## src/i2c_bridge_pkg.sv

```systemverilog
package i2c_bridge_pkg;

	////////////////////////////////////////////////////////////
	// AXI4-Lite bus widths
	////////////////////////////////////////////////////////////
	localparam int ADDR_WIDTH = 32;
	localparam int DATA_WIDTH = 32;

	////////////////////////////////////////////////////////////
	// I2C window and command fields
	////////////////////////////////////////////////////////////
	// Upper address half-word that selects the I2C window
	localparam logic [15:0] I2C_WINDOW_TAG = 16'h1234;
	// Fixed target device on the I2C bus
	localparam int          DEV_ID_WIDTH   = 4;
	localparam logic [DEV_ID_WIDTH-1:0] I2C_DEVICE_ID = 4'hA;
	// Register address and payload byte widths
	localparam int REG_ADDR_WIDTH = 7;
	localparam int CMD_DATA_WIDTH = 8;

	// Command queue sizing
	localparam int CMD_FIFO_DEPTH = 4;
	localparam int CMD_PTR_WIDTH  = (CMD_FIFO_DEPTH > 1) ? $clog2(CMD_FIFO_DEPTH) : 1;
	localparam int CMD_CNT_WIDTH  = $clog2(CMD_FIFO_DEPTH + 1);
	// Last valid slot, pointers wrap here
	localparam logic [CMD_PTR_WIDTH-1:0] CMD_PTR_LAST = CMD_PTR_WIDTH'(CMD_FIFO_DEPTH - 1);

	////////////////////////////////////////////////////////////
	// Types
	////////////////////////////////////////////////////////////
	// AXI response codes
	typedef enum logic [1:0] {
		OKAY   = 2'b00,
		EXOKAY = 2'b01,
		SLVERR = 2'b10,
		DECERR = 2'b11
	} axi_resp_t;

	// One I2C write command, 19 bits
	typedef struct packed {
		logic [DEV_ID_WIDTH-1:0]   dev_id;
		logic [REG_ADDR_WIDTH-1:0] reg_addr;
		logic [CMD_DATA_WIDTH-1:0] data;
	} i2c_cmd_t;

	// Write channel FSM
	typedef enum logic [1:0] {WR_IDLE, WR_COLLECT, WR_PUSH, WR_RESPOND} wr_state_t;

	// Command issuer FSM
	typedef enum logic {ISS_IDLE, ISS_WAIT_ACK} iss_state_t;

endpackage : i2c_bridge_pkg

```

## src/axi_write_slave.sv

```systemverilog
`timescale 1ns/1ps

module axi_write_slave
(
	input  logic                                  ACLK,
	input  logic                                  SYN_RESET,
	// Write address channel
	input  logic                                  awvalid,
	output logic                                  awready,
	input  logic [i2c_bridge_pkg::ADDR_WIDTH-1:0] awaddr,
	// Write data channel
	input  logic                                  wvalid,
	output logic                                  wready,
	input  logic [i2c_bridge_pkg::DATA_WIDTH-1:0] wdata,
	// Write response channel
	output logic                                  bvalid,
	input  logic                                  bready,
	output i2c_bridge_pkg::axi_resp_t             bresp,
	// Command FIFO write side
	input  logic                                  full,
	output logic                                  push,
	output i2c_bridge_pkg::i2c_cmd_t              push_cmd
);
	import i2c_bridge_pkg::*;

	wr_state_t state;
	wr_state_t state_nxt;

	// Channel handshakes
	logic aw_hs;
	logic w_hs;
	logic b_hs;
	// Address and data hold flags
	logic aw_held;
	logic w_held;
	logic aw_done;
	logic w_done;
	logic accept;
	// Captured write fields
	logic                      addr_hit;
	logic [REG_ADDR_WIDTH-1:0] addr_reg;
	logic [CMD_DATA_WIDTH-1:0] data_byte;

	assign aw_hs  = awvalid & awready;
	assign w_hs   = wvalid & wready;
	assign b_hs   = bvalid & bready;
	// New beats only taken while no write is in the push or response phase
	assign accept = (state == WR_IDLE) || (state == WR_COLLECT);
	// Held now, or held after this edge
	assign aw_done = aw_held | aw_hs;
	assign w_done  = w_held | w_hs;

	////////////////////////////////////////////////////////////
	// FSM
	////////////////////////////////////////////////////////////
	always_comb
	begin
		state_nxt = state;
		case (state)
			WR_IDLE, WR_COLLECT:
			begin
				// Both halves in hand, go build the command
				if (aw_done && w_done)
					state_nxt = WR_PUSH;
				else if (aw_done || w_done)
					state_nxt = WR_COLLECT;
			end
			WR_PUSH:
			begin
				// A miss skips the FIFO; a hit waits for room
				if (!addr_hit || !full)
					state_nxt = WR_RESPOND;
			end
			WR_RESPOND:
			begin
				if (b_hs)
					state_nxt = WR_IDLE;
			end
			default:
			begin
				state_nxt = WR_IDLE;
			end
		endcase
	end

	always_ff @(posedge ACLK or negedge SYN_RESET)
	begin
		if (!SYN_RESET)
			state <= WR_IDLE;
		else
			state <= state_nxt;
	end

	////////////////////////////////////////////////////////////
	// AW and W acceptance
	////////////////////////////////////////////////////////////
	always_ff @(posedge ACLK or negedge SYN_RESET)
	begin
		if (!SYN_RESET)
		begin
			awready <= 1'b0;
			wready  <= 1'b0;
			aw_held <= 1'b0;
			w_held  <= 1'b0;
		end
		else
		begin
			// One-cycle ready pulse, one cycle after valid is seen
			awready <= accept && awvalid && !aw_held && !awready;
			wready  <= accept && wvalid && !w_held && !wready;
			// Flags clear once the response is taken
			if (b_hs)
			begin
				aw_held <= 1'b0;
				w_held  <= 1'b0;
			end
			else
			begin
				if (aw_hs)
					aw_held <= 1'b1;
				if (w_hs)
					w_held <= 1'b1;
			end
		end
	end

	// Window check and field capture at each handshake
	always_ff @(posedge ACLK)
	begin
		if (aw_hs)
		begin
			addr_hit <= (awaddr[ADDR_WIDTH-1 -: $bits(I2C_WINDOW_TAG)] == I2C_WINDOW_TAG);
			addr_reg <= awaddr[REG_ADDR_WIDTH-1:0];
		end
		if (w_hs)
			data_byte <= wdata[CMD_DATA_WIDTH-1:0];
	end

	////////////////////////////////////////////////////////////
	// Command push and B channel
	////////////////////////////////////////////////////////////
	assign push_cmd = '{dev_id: I2C_DEVICE_ID, reg_addr: addr_reg, data: data_byte};
	// Strobe only on the cycle the FIFO has room
	assign push     = (state == WR_PUSH) && addr_hit && !full;

	always_ff @(posedge ACLK or negedge SYN_RESET)
	begin
		if (!SYN_RESET)
		begin
			bvalid <= 1'b0;
			bresp  <= OKAY;
		end
		else if ((state == WR_PUSH) && (state_nxt == WR_RESPOND))
		begin
			// Posted response, cmd is already queued or dropped
			bvalid <= 1'b1;
			bresp  <= addr_hit ? OKAY : SLVERR;
		end
		else if (b_hs)
			bvalid <= 1'b0;
	end

endmodule : axi_write_slave

```

## src/cmd_fifo.sv

```systemverilog
`timescale 1ns/1ps

module cmd_fifo
(
	input  logic                     ACLK,
	input  logic                     SYN_RESET,
	// Write side
	input  logic                     push,
	input  i2c_bridge_pkg::i2c_cmd_t push_cmd,
	// Read side
	input  logic                     pop,
	output i2c_bridge_pkg::i2c_cmd_t head_cmd,
	// Status
	output logic                     empty,
	output logic                     full
);
	import i2c_bridge_pkg::*;

	// Command storage
	i2c_cmd_t                 mem [CMD_FIFO_DEPTH];
	logic [CMD_PTR_WIDTH-1:0] wr_ptr;
	logic [CMD_PTR_WIDTH-1:0] rd_ptr;
	logic [CMD_CNT_WIDTH-1:0] count;

	// Circular pointer advance
	function automatic logic [CMD_PTR_WIDTH-1:0] ptr_inc(input logic [CMD_PTR_WIDTH-1:0] ptr);
		if (ptr == CMD_PTR_LAST)
			return '0;
		else
			return ptr + 1'b1;
	endfunction

	////////////////////////////////////////////////////////////
	// Storage write
	////////////////////////////////////////////////////////////
	always_ff @(posedge ACLK)
	begin
		if (push)
			mem[wr_ptr] <= push_cmd;
	end

	// First-word fall-through head
	assign head_cmd = mem[rd_ptr];

	////////////////////////////////////////////////////////////
	// Pointers and occupancy
	////////////////////////////////////////////////////////////
	always_ff @(posedge ACLK or negedge SYN_RESET)
	begin
		if (!SYN_RESET)
		begin
			wr_ptr <= '0;
			rd_ptr <= '0;
			count  <= '0;
		end
		else
		begin
			if (push)
				wr_ptr <= ptr_inc(wr_ptr);
			if (pop)
				rd_ptr <= ptr_inc(rd_ptr);
			// Simultaneous push and pop leaves count alone
			if (push && !pop)
				count <= count + 1'b1;
			else if (pop && !push)
				count <= count - 1'b1;
		end
	end

	// Status straight from the registered count
	assign empty = (count == '0);
	assign full  = (count == CMD_CNT_WIDTH'(CMD_FIFO_DEPTH));

endmodule : cmd_fifo

```

## src/i2c_cmd_issuer.sv

```systemverilog
`timescale 1ns/1ps

module i2c_cmd_issuer
(
	input  logic                     ACLK,
	input  logic                     SYN_RESET,
	// FIFO read side
	input  i2c_bridge_pkg::i2c_cmd_t head_cmd,
	input  logic                     empty,
	output logic                     pop,
	// I2C master side
	output i2c_bridge_pkg::i2c_cmd_t i2c_cmd,
	output logic                     i2c_req,
	input  logic                     i2c_ack
);
	import i2c_bridge_pkg::*;

	iss_state_t state;

	// Ack synchronizer stages
	logic ack_meta;
	logic ack_sync;
	// Last synchronized level, for edge detect
	logic ack_last;
	logic ack_edge;

	////////////////////////////////////////////////////////////
	// Acknowledge synchronizer
	////////////////////////////////////////////////////////////
	// i2c_ack comes from the I2C clock domain
	always_ff @(posedge ACLK or negedge SYN_RESET)
	begin
		if (!SYN_RESET)
		begin
			ack_meta <= 1'b0;
			ack_sync <= 1'b0;
			ack_last <= 1'b0;
		end
		else
		begin
			ack_meta <= i2c_ack;
			ack_sync <= ack_meta;
			ack_last <= ack_sync;
		end
	end

	// Any toggle of the ack level completes a request
	assign ack_edge = ack_sync ^ ack_last;

	////////////////////////////////////////////////////////////
	// Issue FSM
	////////////////////////////////////////////////////////////
	always_ff @(posedge ACLK or negedge SYN_RESET)
	begin
		if (!SYN_RESET)
		begin
			state   <= ISS_IDLE;
			pop     <= 1'b0;
			i2c_req <= 1'b0;
			i2c_cmd <= '0;
		end
		else
		begin
			// Pop is a single-cycle strobe
			pop <= 1'b0;
			case (state)
				ISS_IDLE:
				begin
					if (!empty)
					begin
						// Latch head and announce it with a toggle
						i2c_cmd <= head_cmd;
						i2c_req <= ~i2c_req;
						pop     <= 1'b1;
						state   <= ISS_WAIT_ACK;
					end
				end
				ISS_WAIT_ACK:
				begin
					// No timeout here, master may stretch
					if (ack_edge)
						state <= ISS_IDLE;
				end
				default:
				begin
					state <= ISS_IDLE;
				end
			endcase
		end
	end

endmodule : i2c_cmd_issuer

```

## src/i2c_bridge_top.sv

```systemverilog
`timescale 1ns/1ps

module i2c_bridge_top
(
	input  logic                                  ACLK,
	input  logic                                  SYN_RESET,
	// AXI4-Lite write address
	input  logic                                  awvalid,
	output logic                                  awready,
	input  logic [i2c_bridge_pkg::ADDR_WIDTH-1:0] awaddr,
	// AXI4-Lite write data
	input  logic                                  wvalid,
	output logic                                  wready,
	input  logic [i2c_bridge_pkg::DATA_WIDTH-1:0] wdata,
	// AXI4-Lite write response
	output logic                                  bvalid,
	input  logic                                  bready,
	output i2c_bridge_pkg::axi_resp_t             bresp,
	// I2C master command interface
	output i2c_bridge_pkg::i2c_cmd_t              i2c_cmd,
	output logic                                  i2c_req,
	input  logic                                  i2c_ack
);
	import i2c_bridge_pkg::*;

	// Producer to FIFO
	logic     push;
	i2c_cmd_t push_cmd;
	logic     full;
	// FIFO to issuer
	logic     pop;
	i2c_cmd_t head_cmd;
	logic     empty;

	////////////////////////////////////////////////////////////
	// AXI write side
	////////////////////////////////////////////////////////////
	axi_write_slave i_axi_write_slave (
		.ACLK      (ACLK),
		.SYN_RESET (SYN_RESET),
		.awvalid   (awvalid),
		.awready   (awready),
		.awaddr    (awaddr),
		.wvalid    (wvalid),
		.wready    (wready),
		.wdata     (wdata),
		.bvalid    (bvalid),
		.bready    (bready),
		.bresp     (bresp),
		.full      (full),
		.push      (push),
		.push_cmd  (push_cmd)
	);

	// Command queue between the two sides
	cmd_fifo i_cmd_fifo (
		.ACLK      (ACLK),
		.SYN_RESET (SYN_RESET),
		.push      (push),
		.push_cmd  (push_cmd),
		.pop       (pop),
		.head_cmd  (head_cmd),
		.empty     (empty),
		.full      (full)
	);

	////////////////////////////////////////////////////////////
	// I2C issue side
	////////////////////////////////////////////////////////////
	i2c_cmd_issuer i_i2c_cmd_issuer (
		.ACLK      (ACLK),
		.SYN_RESET (SYN_RESET),
		.head_cmd  (head_cmd),
		.empty     (empty),
		.pop       (pop),
		.i2c_cmd   (i2c_cmd),
		.i2c_req   (i2c_req),
		.i2c_ack   (i2c_ack)
	);

endmodule : i2c_bridge_top

```

## config.mk

```make
export PLATFORM = sky130hd
export DESIGN_NAME = i2c_bridge_top
export DESIGN_NICKNAME = d
export VERILOG_FILES = /design/src/i2c_bridge_pkg.sv /design/src/axi_write_slave.sv /design/src/cmd_fifo.sv /design/src/i2c_cmd_issuer.sv /design/src/i2c_bridge_top.sv
export SDC_FILE = /design/constraint.sdc
export NUM_CORES = 1
export LEC_CHECK = 0
export ABC_AREA = 1
export BUFFER_PORTS_ARGS = -buffer_cell sky130_fd_sc_hd__buf_4
export CORE_ASPECT_RATIO = 1.4
export CORE_MARGIN = 2
export CORE_UTILIZATION = 25
export DETAILED_ROUTE_END_ITERATION = 12
export PLACE_DENSITY = 0.4
export REMOVE_ABC_BUFFERS = 1
export SYNTH_ARGS = -nofsm -noshare
export SYNTH_HDL_FRONTEND = slang
export SYNTH_HIERARCHICAL = 1
export SYNTH_SLANG_ARGS = --single-unit
```

## constraint.sdc

```tcl
create_clock -name ACLK -period 2.4 [get_ports ACLK]
set_input_delay 0.48 -clock ACLK [delete_from_list [all_inputs] [get_ports ACLK]]
set_output_delay 0.48 -clock ACLK [all_outputs]
set_load 0.01 [all_outputs]
```

=== Word level (Yosys, flattened, before mapping) ===
Memories as Yosys holds them, arrays and structs flattened. A register that Yosys moved wholly into a read port is not among the register bits.
Cells that the tools add are included.

* Bits in registers: 42
* Latch bits: 0
* RAM bits: 60
* Bits in read-only memories: 0
* Bits of input ports: 70
* Logic and storage cells: 96
* Memories: 1

{| class="wikitable"
|+ Memories
! name !! words !! bits a word !! rd ports !! clocked after memory_dff !! write ports !! line !! source
|-
| i_cmd_fifo.mem || 4 || 15 || 1 || 1 || 1 || cmd_fifo.sv:20 || <nowiki>i2c_cmd_t mem [CMD_FIFO_DEPTH];</nowiki>
|}

* Add/subtract/negate cells: 4
* Multiply operators: 0
* Div/mod/pow operators: 0
* $lt $le $gt $ge: 0
* Equality and inequality tests: 8
* Shift-type cells: 0
* Muxes and demuxes: 22
* Bitwise logic cells: 9
* Reductions and logical operators: 32

{| class="wikitable"
|+ Operator list
! cell !! count
|-
| == test 16 x 13 -> 1 bit, second input constant || 1
|-
| 2-to-1 mux 2 bit || 7
|-
| logical AND 1 bit || 12
|-
| 2-to-1 mux 1 bit || 11
|-
| == test 2 bit, second input constant || 5
|-
| zero test 1 bit || 9
|-
| nonzero test 2 bit || 4
|-
| 2-to-1 mux 3 bit || 2
|-
| case mux 2 bit (3 select lines) || 1
|-
| adder 2 x 1 -> 2 bit, second input constant || 2
|-
| adder 3 x 1 -> 3 bit, second input constant || 1
|-
| AND 1 bit || 3
|-
| == test 3 bit, second input constant || 1
|-
| zero test 3 bit || 1
|-
| logical OR 1 bit || 3
|-
| NOT 1 bit || 3
|-
| subtractor 3 x 1 -> 3 bit, second input constant || 1
|-
| == test 2 x 1 -> 1 bit, second input constant || 1
|-
| zero test 2 bit || 1
|-
| bitwise OR 1 bit || 2
|-
| case mux 1 bit (2 select lines) || 1
|-
| AND reduction 2 bit || 1
|-
| OR reduction 2 bit || 1
|-
| XOR 1 bit || 1
|}

=== Logic depth before layout (Yosys ltp) ===
Gate-level depths: netlist (run 1).

* Word-level depth: 9
* Mapped depth: 13

=== Cells and area by module ===
The synthesis (run 1) kept the hierarchy.

{| class="wikitable"
|+ Modules (own cells, without submodules)
! module !! times used !! cells an instance !! area each (sq um)
|-
| cmd_fifo || 1 || 273 || 3590.9
|-
| axi_write_slave || 1 || 82 || 965.9
|-
| i2c_cmd_issuer || 1 || 95 || 924.6
|}

=== Worst setup path after synthesis (run 1) ===
No wires, ideal clock.

* Path type: reg2reg
* Start: register i_cmd_fifo.count[2]
* End: register i_cmd_fifo.count[2]
* Library setup time: 117 ps
* Arrival: 1841 ps
* Required time: 2283 ps
* Slack: 442 ps
* Stages on the path, launching flop included: 13
* Buffers on the path: 0
* Clock period less this slack: 1958 ps
* Path through: dfrtp_1 > inv_1 > nor3_1 > nand2_1 > nand3_2 > nor2_1 > ha_1 > inv_1 > fa_1 > nand2_1 > nand3_1 > nand2_1 > nand2_1

* Word-level cells in the longest chain between the ends: 6
* Elaborated cells between the ends (all ways): 11
* Those cells by class: add/sub: 2; eq/ne: 1; mux: 2; reduce/logical: 6

{| class="wikitable"
|+ RTL lines
! item !! line !! source
|-
| start, declared || cmd_fifo.sv:23 || <nowiki>logic [CMD_CNT_WIDTH-1:0] count;</nowiki>
|-
| start signal, assigned || cmd_fifo.sv:64 || <nowiki>count <= count + 1'b1;</nowiki>
|-
| start signal, assigned || cmd_fifo.sv:66 || <nowiki>count <= count - 1'b1;</nowiki>
|-
| == test 3 bit * || cmd_fifo.sv:72 || <nowiki>assign full = (count == CMD_CNT_WIDTH'(CMD_FIFO_DEPTH));</nowiki>
|-
| named net full || i2c_bridge_top.sv:29 || <nowiki>logic full;</nowiki>
|-
| zero test 1 bit * || axi_write_slave.sv:144 || <nowiki>assign push = (state == WR_PUSH) && addr_hit && !full;</nowiki>
|-
| logical AND 1 bit * || axi_write_slave.sv:144 ||
|-
| named net push || i2c_bridge_top.sv:27 || <nowiki>logic push;</nowiki>
|-
| zero test 1 bit || cmd_fifo.sv:65 || <nowiki>else if (pop && !push)</nowiki>
|-
| logical AND 1 bit || cmd_fifo.sv:65 ||
|-
| nonzero test 2 bit (no line) || -- ||
|}

Mark *: on every way through the listed nets, which the timed path passes. The rest lies on a longest branch. The select of a mux whose other input is x is not followed.
A chain may end at the register's enable or synchronous reset.

=== Worst setup path after layout (run 1) ===
* Start: register i_cmd_fifo.count[0]
* End: register i_cmd_fifo.count[2]

Same word-level chain as after synthesis.

==> summary by stage, run 1 <==
Floorplan
The floorplan step defined a core boundary enclosing 21700 um^2. The floorplan step defined a die boundary enclosing about 23000 um^2. The die outline width is about 130 um. The number of ports placed on the die boundary is 95. The initial utilization of the core area, before any placement, comes to 25.3%. In this run the vertical extent of the chip is 179 um. The floorplan row count is 64.

Layout
The register with the most flip-flops in the layout has 76 of them. The filler cell count in the final layout is 2164. In the final layout, the share of cells above drive strength 1 is 27.0%.

Summing all multi-input logic gate instances after layout gives 1310 um^2. The area occupied by registers is 3760 um^2. In the final layout, the registers with the most flip-flops are i_cmd_fifo/mem x76, i_i2c_cmd_issuer/i2c_cmd x19, i_axi_write_slave/data_byte x8. The register with the most flip-flops is i_cmd_fifo/mem. The antenna cell count is 0. The net count of the finished layout is 598. The area growth from synthesis to final layout is 25.4%.

STA
Headroom to the max-slew limit came out at 61.3%. Summed over all failing endpoints, the final setup total negative slack is 0 ps. The worst path uses 81.3% of the clock period. The highest clock frequency the design can meet is 513 MHz. For the pin with the worst max-slew slack, the measured transition is between 500 and 600 ps. Setup repair after global routing left no endpoint under its margin.

The max-slew violation total from the final report came to 0. Setup violations remaining at the end of the flow were counted as 0. The final critical-path setup slack is 449 ps. The hold violation total from the final report was 0.

Across the routed clock network, the largest skew measured is 5.52 ps. For the finished layout, the period the worst path requires is 1950 ps.

Critical path
The critical path is of the register to register type. Counting cells, the worst reg-to-reg path comes to 11. The start of the worst register-to-register path is i_cmd_fifo/count[0].

The endpoint of the worst-slack reg-to-reg timing path is i_cmd_fifo/count[2]. STA puts the critical path data arrival time at 2260 ps. The worst-path maximum fanout is 5. For the worst setup path, the data required time is 2710 ps.

The number of buffer and inverter instances along the worst setup path is 1. The slowest stage of the critical path is the sky130_fd_sc_hd__dfrtp_1 cell. The most numerous cell type found on the critical path is sky130_fd_sc_hd__nand2_1. In this design, the largest share of critical-path delay is due to simple AND/OR/NAND/NOR gates. The element type at the critical path end is a register. The signal on the critical path passes through nor3_1 > nand2_1 > nand3_2 > nor2_1 > ha_1 > inv_1 > fa_1 > nand2_1 > nand3_1 > nand2_1 > nand2_1. STA classifies the critical path startpoint as a register. The largest stage delay on the critical path is 430 ps. The slack of the worst reg-to-reg path is 450 ps.

Worst hold path
The tightest min-delay check is of the input pin to asynchronous set/reset pin type.

Detailed routing
The number of vias in the routed layout is 3198. The mean routed wirelength per cell is 13.3 um. The number of vias per cell after detailed routing is 3.85. Wires add up to approximately 11 mm. The iteration count of the initial detailed-routing pass is 4. After detailed routing, the number of remaining DRC violations is 0. The first routing iteration left 100 violations. In this run the remaining antenna-violating nets after routing total 0.

Synth
The most used flip-flop cell after synthesis is sky130_fd_sc_hd__edfxtp_1. The cell taking the most area after synthesis is sky130_fd_sc_hd__edfxtp_1. After synthesis, the mean cell area works out to 12.2 um^2.

The cell count after synthesis is 450. In the post-synthesis netlist, the biggest area contributors are sky130_fd_sc_hd__edfxtp_1 (50%), sky130_fd_sc_hd__dfrtp_1 (18%), sky130_fd_sc_hd__nand2_1 (9.9%). The Yosys step of the flow raised 6 warnings. Yosys instantiated no cell more often than sky130_fd_sc_hd__nand2_1. The cell area after technology mapping is 5480 um^2. The count of distinct cell types in the synthesized netlist is 29. The number of synthesized flops with an enable pin is 92.

The area fraction of the dominant cell type after synthesis is 50.4%. The share of the yosys chip area belonging to registers is 68.7%. For this run, asynchronously set or reset flops after synthesis account for between 30% and 40%. Sorting the synthesized cells by how often they occur yields sky130_fd_sc_hd__nand2_1 (144), sky130_fd_sc_hd__edfxtp_1 (92), sky130_fd_sc_hd__inv_1 (61).

The count of state elements after synthesis is 132.

Clock network
The clock reaches the later pin of the worst-skew pair after 420 ps. After clock tree synthesis, the repair step resized 0 gates. The clock net sink count is between 100 and 150. In this run, CTS created clock tree buffers numbering 17. The number of buffers inserted by hold repair at cts is 0.

The clock passes through at most 2 buffers. The TritonCTS clock tree is done. The clock-pin slew on the worst setup and hold paths is 60 ps. Buffers added to address setup during post-CTS repair amount to 0.

The clock root buffer is sky130_fd_sc_hd__clkbuf_16. The clock tree synthesis step divided the H-tree into 4 levels.

Placement
Port buffering added 60 buffers. The HPWL after detailed placement is 6.64 mm. The global placer's final weighted congestion is a little over 0.7.

Timing analysis after detailed placement gives a worst setup slack of 414 ps.

Global routing
The number of global-route vias before repair came to 3291. The maximum number of pins on one net before global-route repair is 78. The residual overflow from global routing is 0. The first global-routing pass estimated 17.7 mm of wire. The initial antenna violation count is 0.

For this run, the total global-route usage over all layers was measured as 10.6%.

Pwr
The power per standard cell area is about 1200 nW/um^2. VDD sags by at most 0.482 mV. For this design the static power due to leakage is 0.00301 uW.

Run status
The flow ran to the end, and the final reports show no timing, DRC or antenna violations.

Run
Across the run, the number of max-cap violations was 0.
## cell type report
class,instances,area share [%]
Tap cell,297,5.40
Clock buffer,18,6.24
Timing Repair Buffer,70,7.83
Clock inverter,14,3.06
Inverter,68,3.73
Sequential cell,132,54.7
Multi-Input combinational cell,232,19.0
## power breakdown
group / total, uW / switching (uW) / internal (uW) / leakage, uW
logic: 2430 / 1490 / 945 / 0.00139
clock network: 2810 / 973 / 1830 / 0.000297
registers: 3190 / 267 / 2920 / 0.00132
total: 8430 / 2730 / 5700 / 0.00301
## cell usage in the layout, fill, tap and decap left out, types with 9 or more instances in the layout
master | synthesis | final
sky130_fd_sc_hd__dfrtp_1 | 40 | 40
sky130_fd_sc_hd__clkbuf_16 | 0 | 17
sky130_fd_sc_hd__o211ai_1 | 9 | 9
sky130_fd_sc_hd__o211ai_2 | 29 | 29
sky130_fd_sc_hd__inv_1 | 61 | 61
sky130_fd_sc_hd__edfxtp_1 | 92 | 92
sky130_fd_sc_hd__nand2_1 | 144 | 144
sky130_fd_sc_hd__buf_4 | 7 | 69
## metal layers
layer,global-route usage (%),vias to the layer above,wire [um]
met1,11.6,1507,4580
met4,4.89,0,228
met5,0,-,0
met2,18.3,62,5800
met3,3.55,15,478
li1,-,1614,-
## per-stage QoR
step                instance area (um^2)  total power, uW  hold slack (ps)  instances  utilization, %
global route                        6880             9050             98.1        831            31.7
finish                              6880             8430             65.5        831            31.7
CTS                                 6880             8630             82.5        831            31.7
detailed placement                  6240             5780              335        799            28.7
floorplan                           5330             4760              184        432               -
global placement                    6240             5720              342        799            28.7
## worst max path at each step
stage	to	from	cells after the start
after detailed placement	i_cmd_fifo/count[2]	i_cmd_fifo/count[0]	11
after global routing	i_cmd_fifo/count[2]	i_cmd_fifo/count[2]	12
after CTS	i_cmd_fifo/count[2]	i_cmd_fifo/count[0]	11
final	i_cmd_fifo/count[2]	i_cmd_fifo/count[0]	11
after floorplan	i_cmd_fifo/count[2]	i_cmd_fifo/count[2]	12
after global placement	i_cmd_fifo/count[2]	i_cmd_fifo/count[0]	11
## cell families after synthesis
group | after synthesis | share of synthesized area (%)
AO/OA/AOI/OAI | 47 | 8.79
XOR/XNOR | 2 | 0.320
adder cells (fa/ha/maj) | 7 | 1.73
buffers and inverters | 89 | 7.72
flip-flops | 132 | 68.7
other | 2 | 0.137
AND/OR/NAND/NOR | 171 | 12.6
No activity file was read; power rests on OpenSTA's default activity.
==> run 2: changes to the inputs <==
- PLACE_DENSITY: 0.4 -> 0.41
- clock period: 2.4 -> 1.6 ns (I/O delays scaled with it)
==> run 2 against run 1 <==
Sequential power up 49%. Critical path depth up 1. The flow now finishes with violations (setup timing). Combinational power up 80%. Core utilization up 1.6 points. Global-route usage up 0.41 points. Count of clock-buffer cells in the layout unchanged. Clock skew up 3.2 ps. Critical path type unchanged. Flip-flop and latch count unchanged. Worst setup slack worse by 590 ps.
==> summary by stage, run 2 (same netlist as run 1, synthesis figures left out) <==
Layout
The area growth from synthesis to final layout was 31.7% (was 25.4%). The antenna cell count is 0 (unchanged). The number of nets in the finished design is 627 (was 598). The flip-flop count of the largest register, all copies and words added is 76 (unchanged). Top Registers: i_cmd_fifo/mem x76, i_i2c_cmd_issuer/i2c_cmd x19, i_axi_write_slave/data_byte x8 (unchanged). Highest-count cells in the layout ignoring fill and taps: sky130_fd_sc_hd__nand2_1 (143), sky130_fd_sc_hd__edfxtp_1 (92), sky130_fd_sc_hd__buf_4 (84) (was sky130_fd_sc_hd__nand2_1 (144), sky130_fd_sc_hd__edfxtp_1 (92), sky130_fd_sc_hd__buf_4 (69)). The fraction of final layout cells sized beyond drive strength 1 came to 32.7% (was 27.0%). The most frequent standard cell in the layout excluding fill and tap cells is sky130_fd_sc_hd__nand2_1 (unchanged).

The register with the most flip-flops is i_cmd_fifo/mem (unchanged). The filler cell count in the final layout was 2205 (was 2164).

STA
RSZ-0062 raised after global routing: true (was false). The final critical-path share of the clock period is 109% (was 81.3%). The final critical-path setup slack came to -137 ps (was 449 ps). The tightest slew margin relative to the limit is 59.1% (was 61.3%). The largest clock skew in the final design came to 8.72 ps (was 5.52 ps). The total setup violations reported at the end of the flow is 2 (was 0).

The post-route minimum period is 1740 ps (was 1950 ps). The highest clock frequency the design can meet came to 576 MHz (was 513 MHz). The transition time at the pin with the least slew margin came to 614 ps (was 580 ps). The total negative slack is -257 ps (was 0 ps). The max-slew violation total from the final report is 0 (unchanged).

The hold violation total from the final report was 0 (unchanged).

Placement
The global placer's final weighted congestion is 0.715 (was 0.707). The number of port buffers is 60 (unchanged). The HPWL after detailed placement is 7.42 mm (was 6.64 mm).

Critical path
The number of buffer and inverter instances along the worst setup path is 2 (was 1). The largest stage delay on the critical path is 380 ps (was 430 ps). The critical path arrival was 2050 ps (was 2260 ps). The slowest stage cell on the critical path was sky130_fd_sc_hd__dfrtp_1 (unchanged). The type of the setup path with the least slack is register to register (unchanged). The worst-path maximum fanout is 2 (was 5). The cell type group with the largest total delay on the critical path is simple AND/OR/NAND/NOR gates (unchanged). The critical path launch point type is a register (unchanged).

Cell breakdown of the critical path: inv_2 > nor3_2 > nand2_1 > nand3_2 > nor2_4 > ha_2 > inv_2 > fa_2 > nand2_1 > nand3_1 > nand2_1 > nand2_1 (was nor3_1 > nand2_1 > nand3_2 > nor2_1 > ha_1 > inv_1 > fa_1 > nand2_1 > nand3_1 > nand2_1 > nand2_1). The library cell appearing most often on the critical path is sky130_fd_sc_hd__nand2_1 (unchanged). The element type at the critical path end is a register (unchanged). The required time at the endpoint of the critical path is 1910 ps (was 2710 ps).

Global routing
The overall track demand over capacity in global routing is 11.0% (was 10.6%). The maximum number of pins on one net before global-route repair is 41 (was 78). The global-route wire length before repair is 18.6 mm (was 17.7 mm). The initial antenna violation count is 0 (unchanged). The residual overflow from global routing came to 0 (unchanged). The number of global-route vias before repair was 3397 (was 3291).

Run status
The final reports fail on setup timing. Run status: finished with violations (was finished clean).

Pwr
The switching power of the nets was 4290 uW (was 2730 uW). The design internal power was 8740 uW (was 5700 uW). The combinational share of power is 33.6% (was 28.9%). The peak supply drop was 0.599 mV (was 0.482 mV). The share of total power consumed by net switching came to 32.9% (was 32.4%). The sequential group share of total power is 36.5% (was 37.8%). The clock network fraction of design power came to 29.9% (was 33.3%). The static power due to leakage is 0.00317 uW (was 0.00301 uW). The power per standard cell area is 1810 nW/um^2 (was 1230 nW/um^2).

The total power draw came to 13000 uW (was 8430 uW).

Clock network
The clock root buffer was sky130_fd_sc_hd__clkbuf_16 (unchanged). The clock buffer count from CTS was 17 (unchanged). The clock-pin slew on the worst setup and hold paths is 60 ps (about the same). The deepest level of the CTS H-tree is 4 (unchanged). The clock net sink count is 132 (unchanged). The insertion delay to the later sink of the worst-skew pair is 420 ps (about the same).

The TritonCTS clock tree is done (unchanged). The maximum count of clock buffers along a single path is 2 (unchanged).

Detailed routing
The mean routed wirelength per cell is 13.7 um (was 13.3 um). The number of vias in the routed layout was 3355 (was 3198). The number of vias per cell after detailed routing came to 3.90 (was 3.85). The number of nets with antenna violations after detailed routing is 0 (unchanged). The total detailed-routing wirelength was 11.8 mm (was 11.1 mm). The iteration count of the initial detailed-routing pass was 4 (unchanged).

The count of routing violations after the opening detailed-route iteration is 130 (was 100). The count of unresolved DRC violations after routing is 0 (unchanged).

Floorplan
The die span in y is 179 um (unchanged). The initial standard-cell utilization of the core is 25.3% (unchanged). The floorplan row count is 64 (unchanged). The full die area is 23100 um^2 (unchanged).

The floorplan core area is 21700 um^2 (unchanged). The number of ports placed on the die boundary was 95 (unchanged). The die outline width was 129 um (unchanged).

Worst hold path
The classification of the worst-slack hold path is input pin to register (was input pin to asynchronous set/reset pin).

Run
The max-capacitance violation count is 0 (unchanged).
## run 2: changes by cell type in the layout (fill, tap and decap cells not counted), sizes merged
cell / previous run / this run
buf: 70 / 95
dlygate4sd3: 0 / 2
bufinv: 5 / 3
clkinv: 6 / 7
clkbuf: 18 / 20
inv: 67 / 68
## run 2: final timing paths
path	cells past startpoint	from	slack, ps	to
worst max-delay path	12	i_cmd_fifo/count[2]	-140	i_cmd_fifo/count[2]
worst min-delay path	1	wdata[0]	70	i_axi_write_slave/data_byte[0]
worst max register to register	12	i_cmd_fifo/count[2]	-140	i_cmd_fifo/count[2]
worst min register to register	0	i_i2c_cmd_issuer/ack_meta	350	i_i2c_cmd_issuer/ack_sync
max in group asynchronous	2	SYN_RESET	700	i_i2c_cmd_issuer/ack_meta
min in group asynchronous	2	SYN_RESET	470	i_i2c_cmd_issuer/i2c_cmd[15]
## run 2: layout make-up
cell class | instances | area, um^2 | area share [%]
clock buffers | 18 | 429 | 5.94
repair buffers | 99 | 895 | 12.4
flip-flops and latches | 132 | 3760 | 52.1
multi-input cells | 232 | 1340 | 18.5
inverters | 68 | 264 | 3.66
clock inverters | 14 | 161 | 2.24
well taps | 297 | 372 | 5.15
## run 2: timing repair
| item | in CTS | in global routing |
|---|---|---|
| hold buffers | 2 | 0 |
| endpoints found under the setup margin | 78 | 98 |
| cloned | 0 | 2 |
| endpoints found under the hold margin | 41 | 0 |
| resized for setup | 9 | 11 |
| pin swaps | 0 | 3 |
| buffers inserted | 2 | 2 |
## run 2: power by group through the flow
stage                     clock, uW  sequential, uW  combinational (uW)
after detailed placement          0            4840                4310
after floorplan                   0            4980                2150
after CTS                      4020            4780                4410
after global routing           4160            4850                4960
after global placement            0            4820                4270
final                          3900            4760                4370
## run 2: metrics by stage
step / hold WS (ps) / instances / setup slack (ps) / utilization, % / cell area, um^2
2_1_floorplan: 24.4 / 432 / -358 / - / 5330
3_3_place_gp: 343 / 821 / -169 / 29.9 / 6490
3_5_place_dp: 342 / 821 / -211 / 29.9 / 6490
4_1_cts: 51.8 / 857 / -139 / 32.8 / 7130
5_1_grt: 51.0 / 860 / -275 / 33.3 / 7220
6_report: 73.1 / 860 / -137 / 33.3 / 7220
## run 2: routing by layer
layer	GRT usage [%]	up-vias	routed length, um
li1	-	1680	-
met1	13.2	1594	5100
met2	18.5	67	6020
met3	3.16	14	445
met4	4.35	0	194
met5	0	-	0
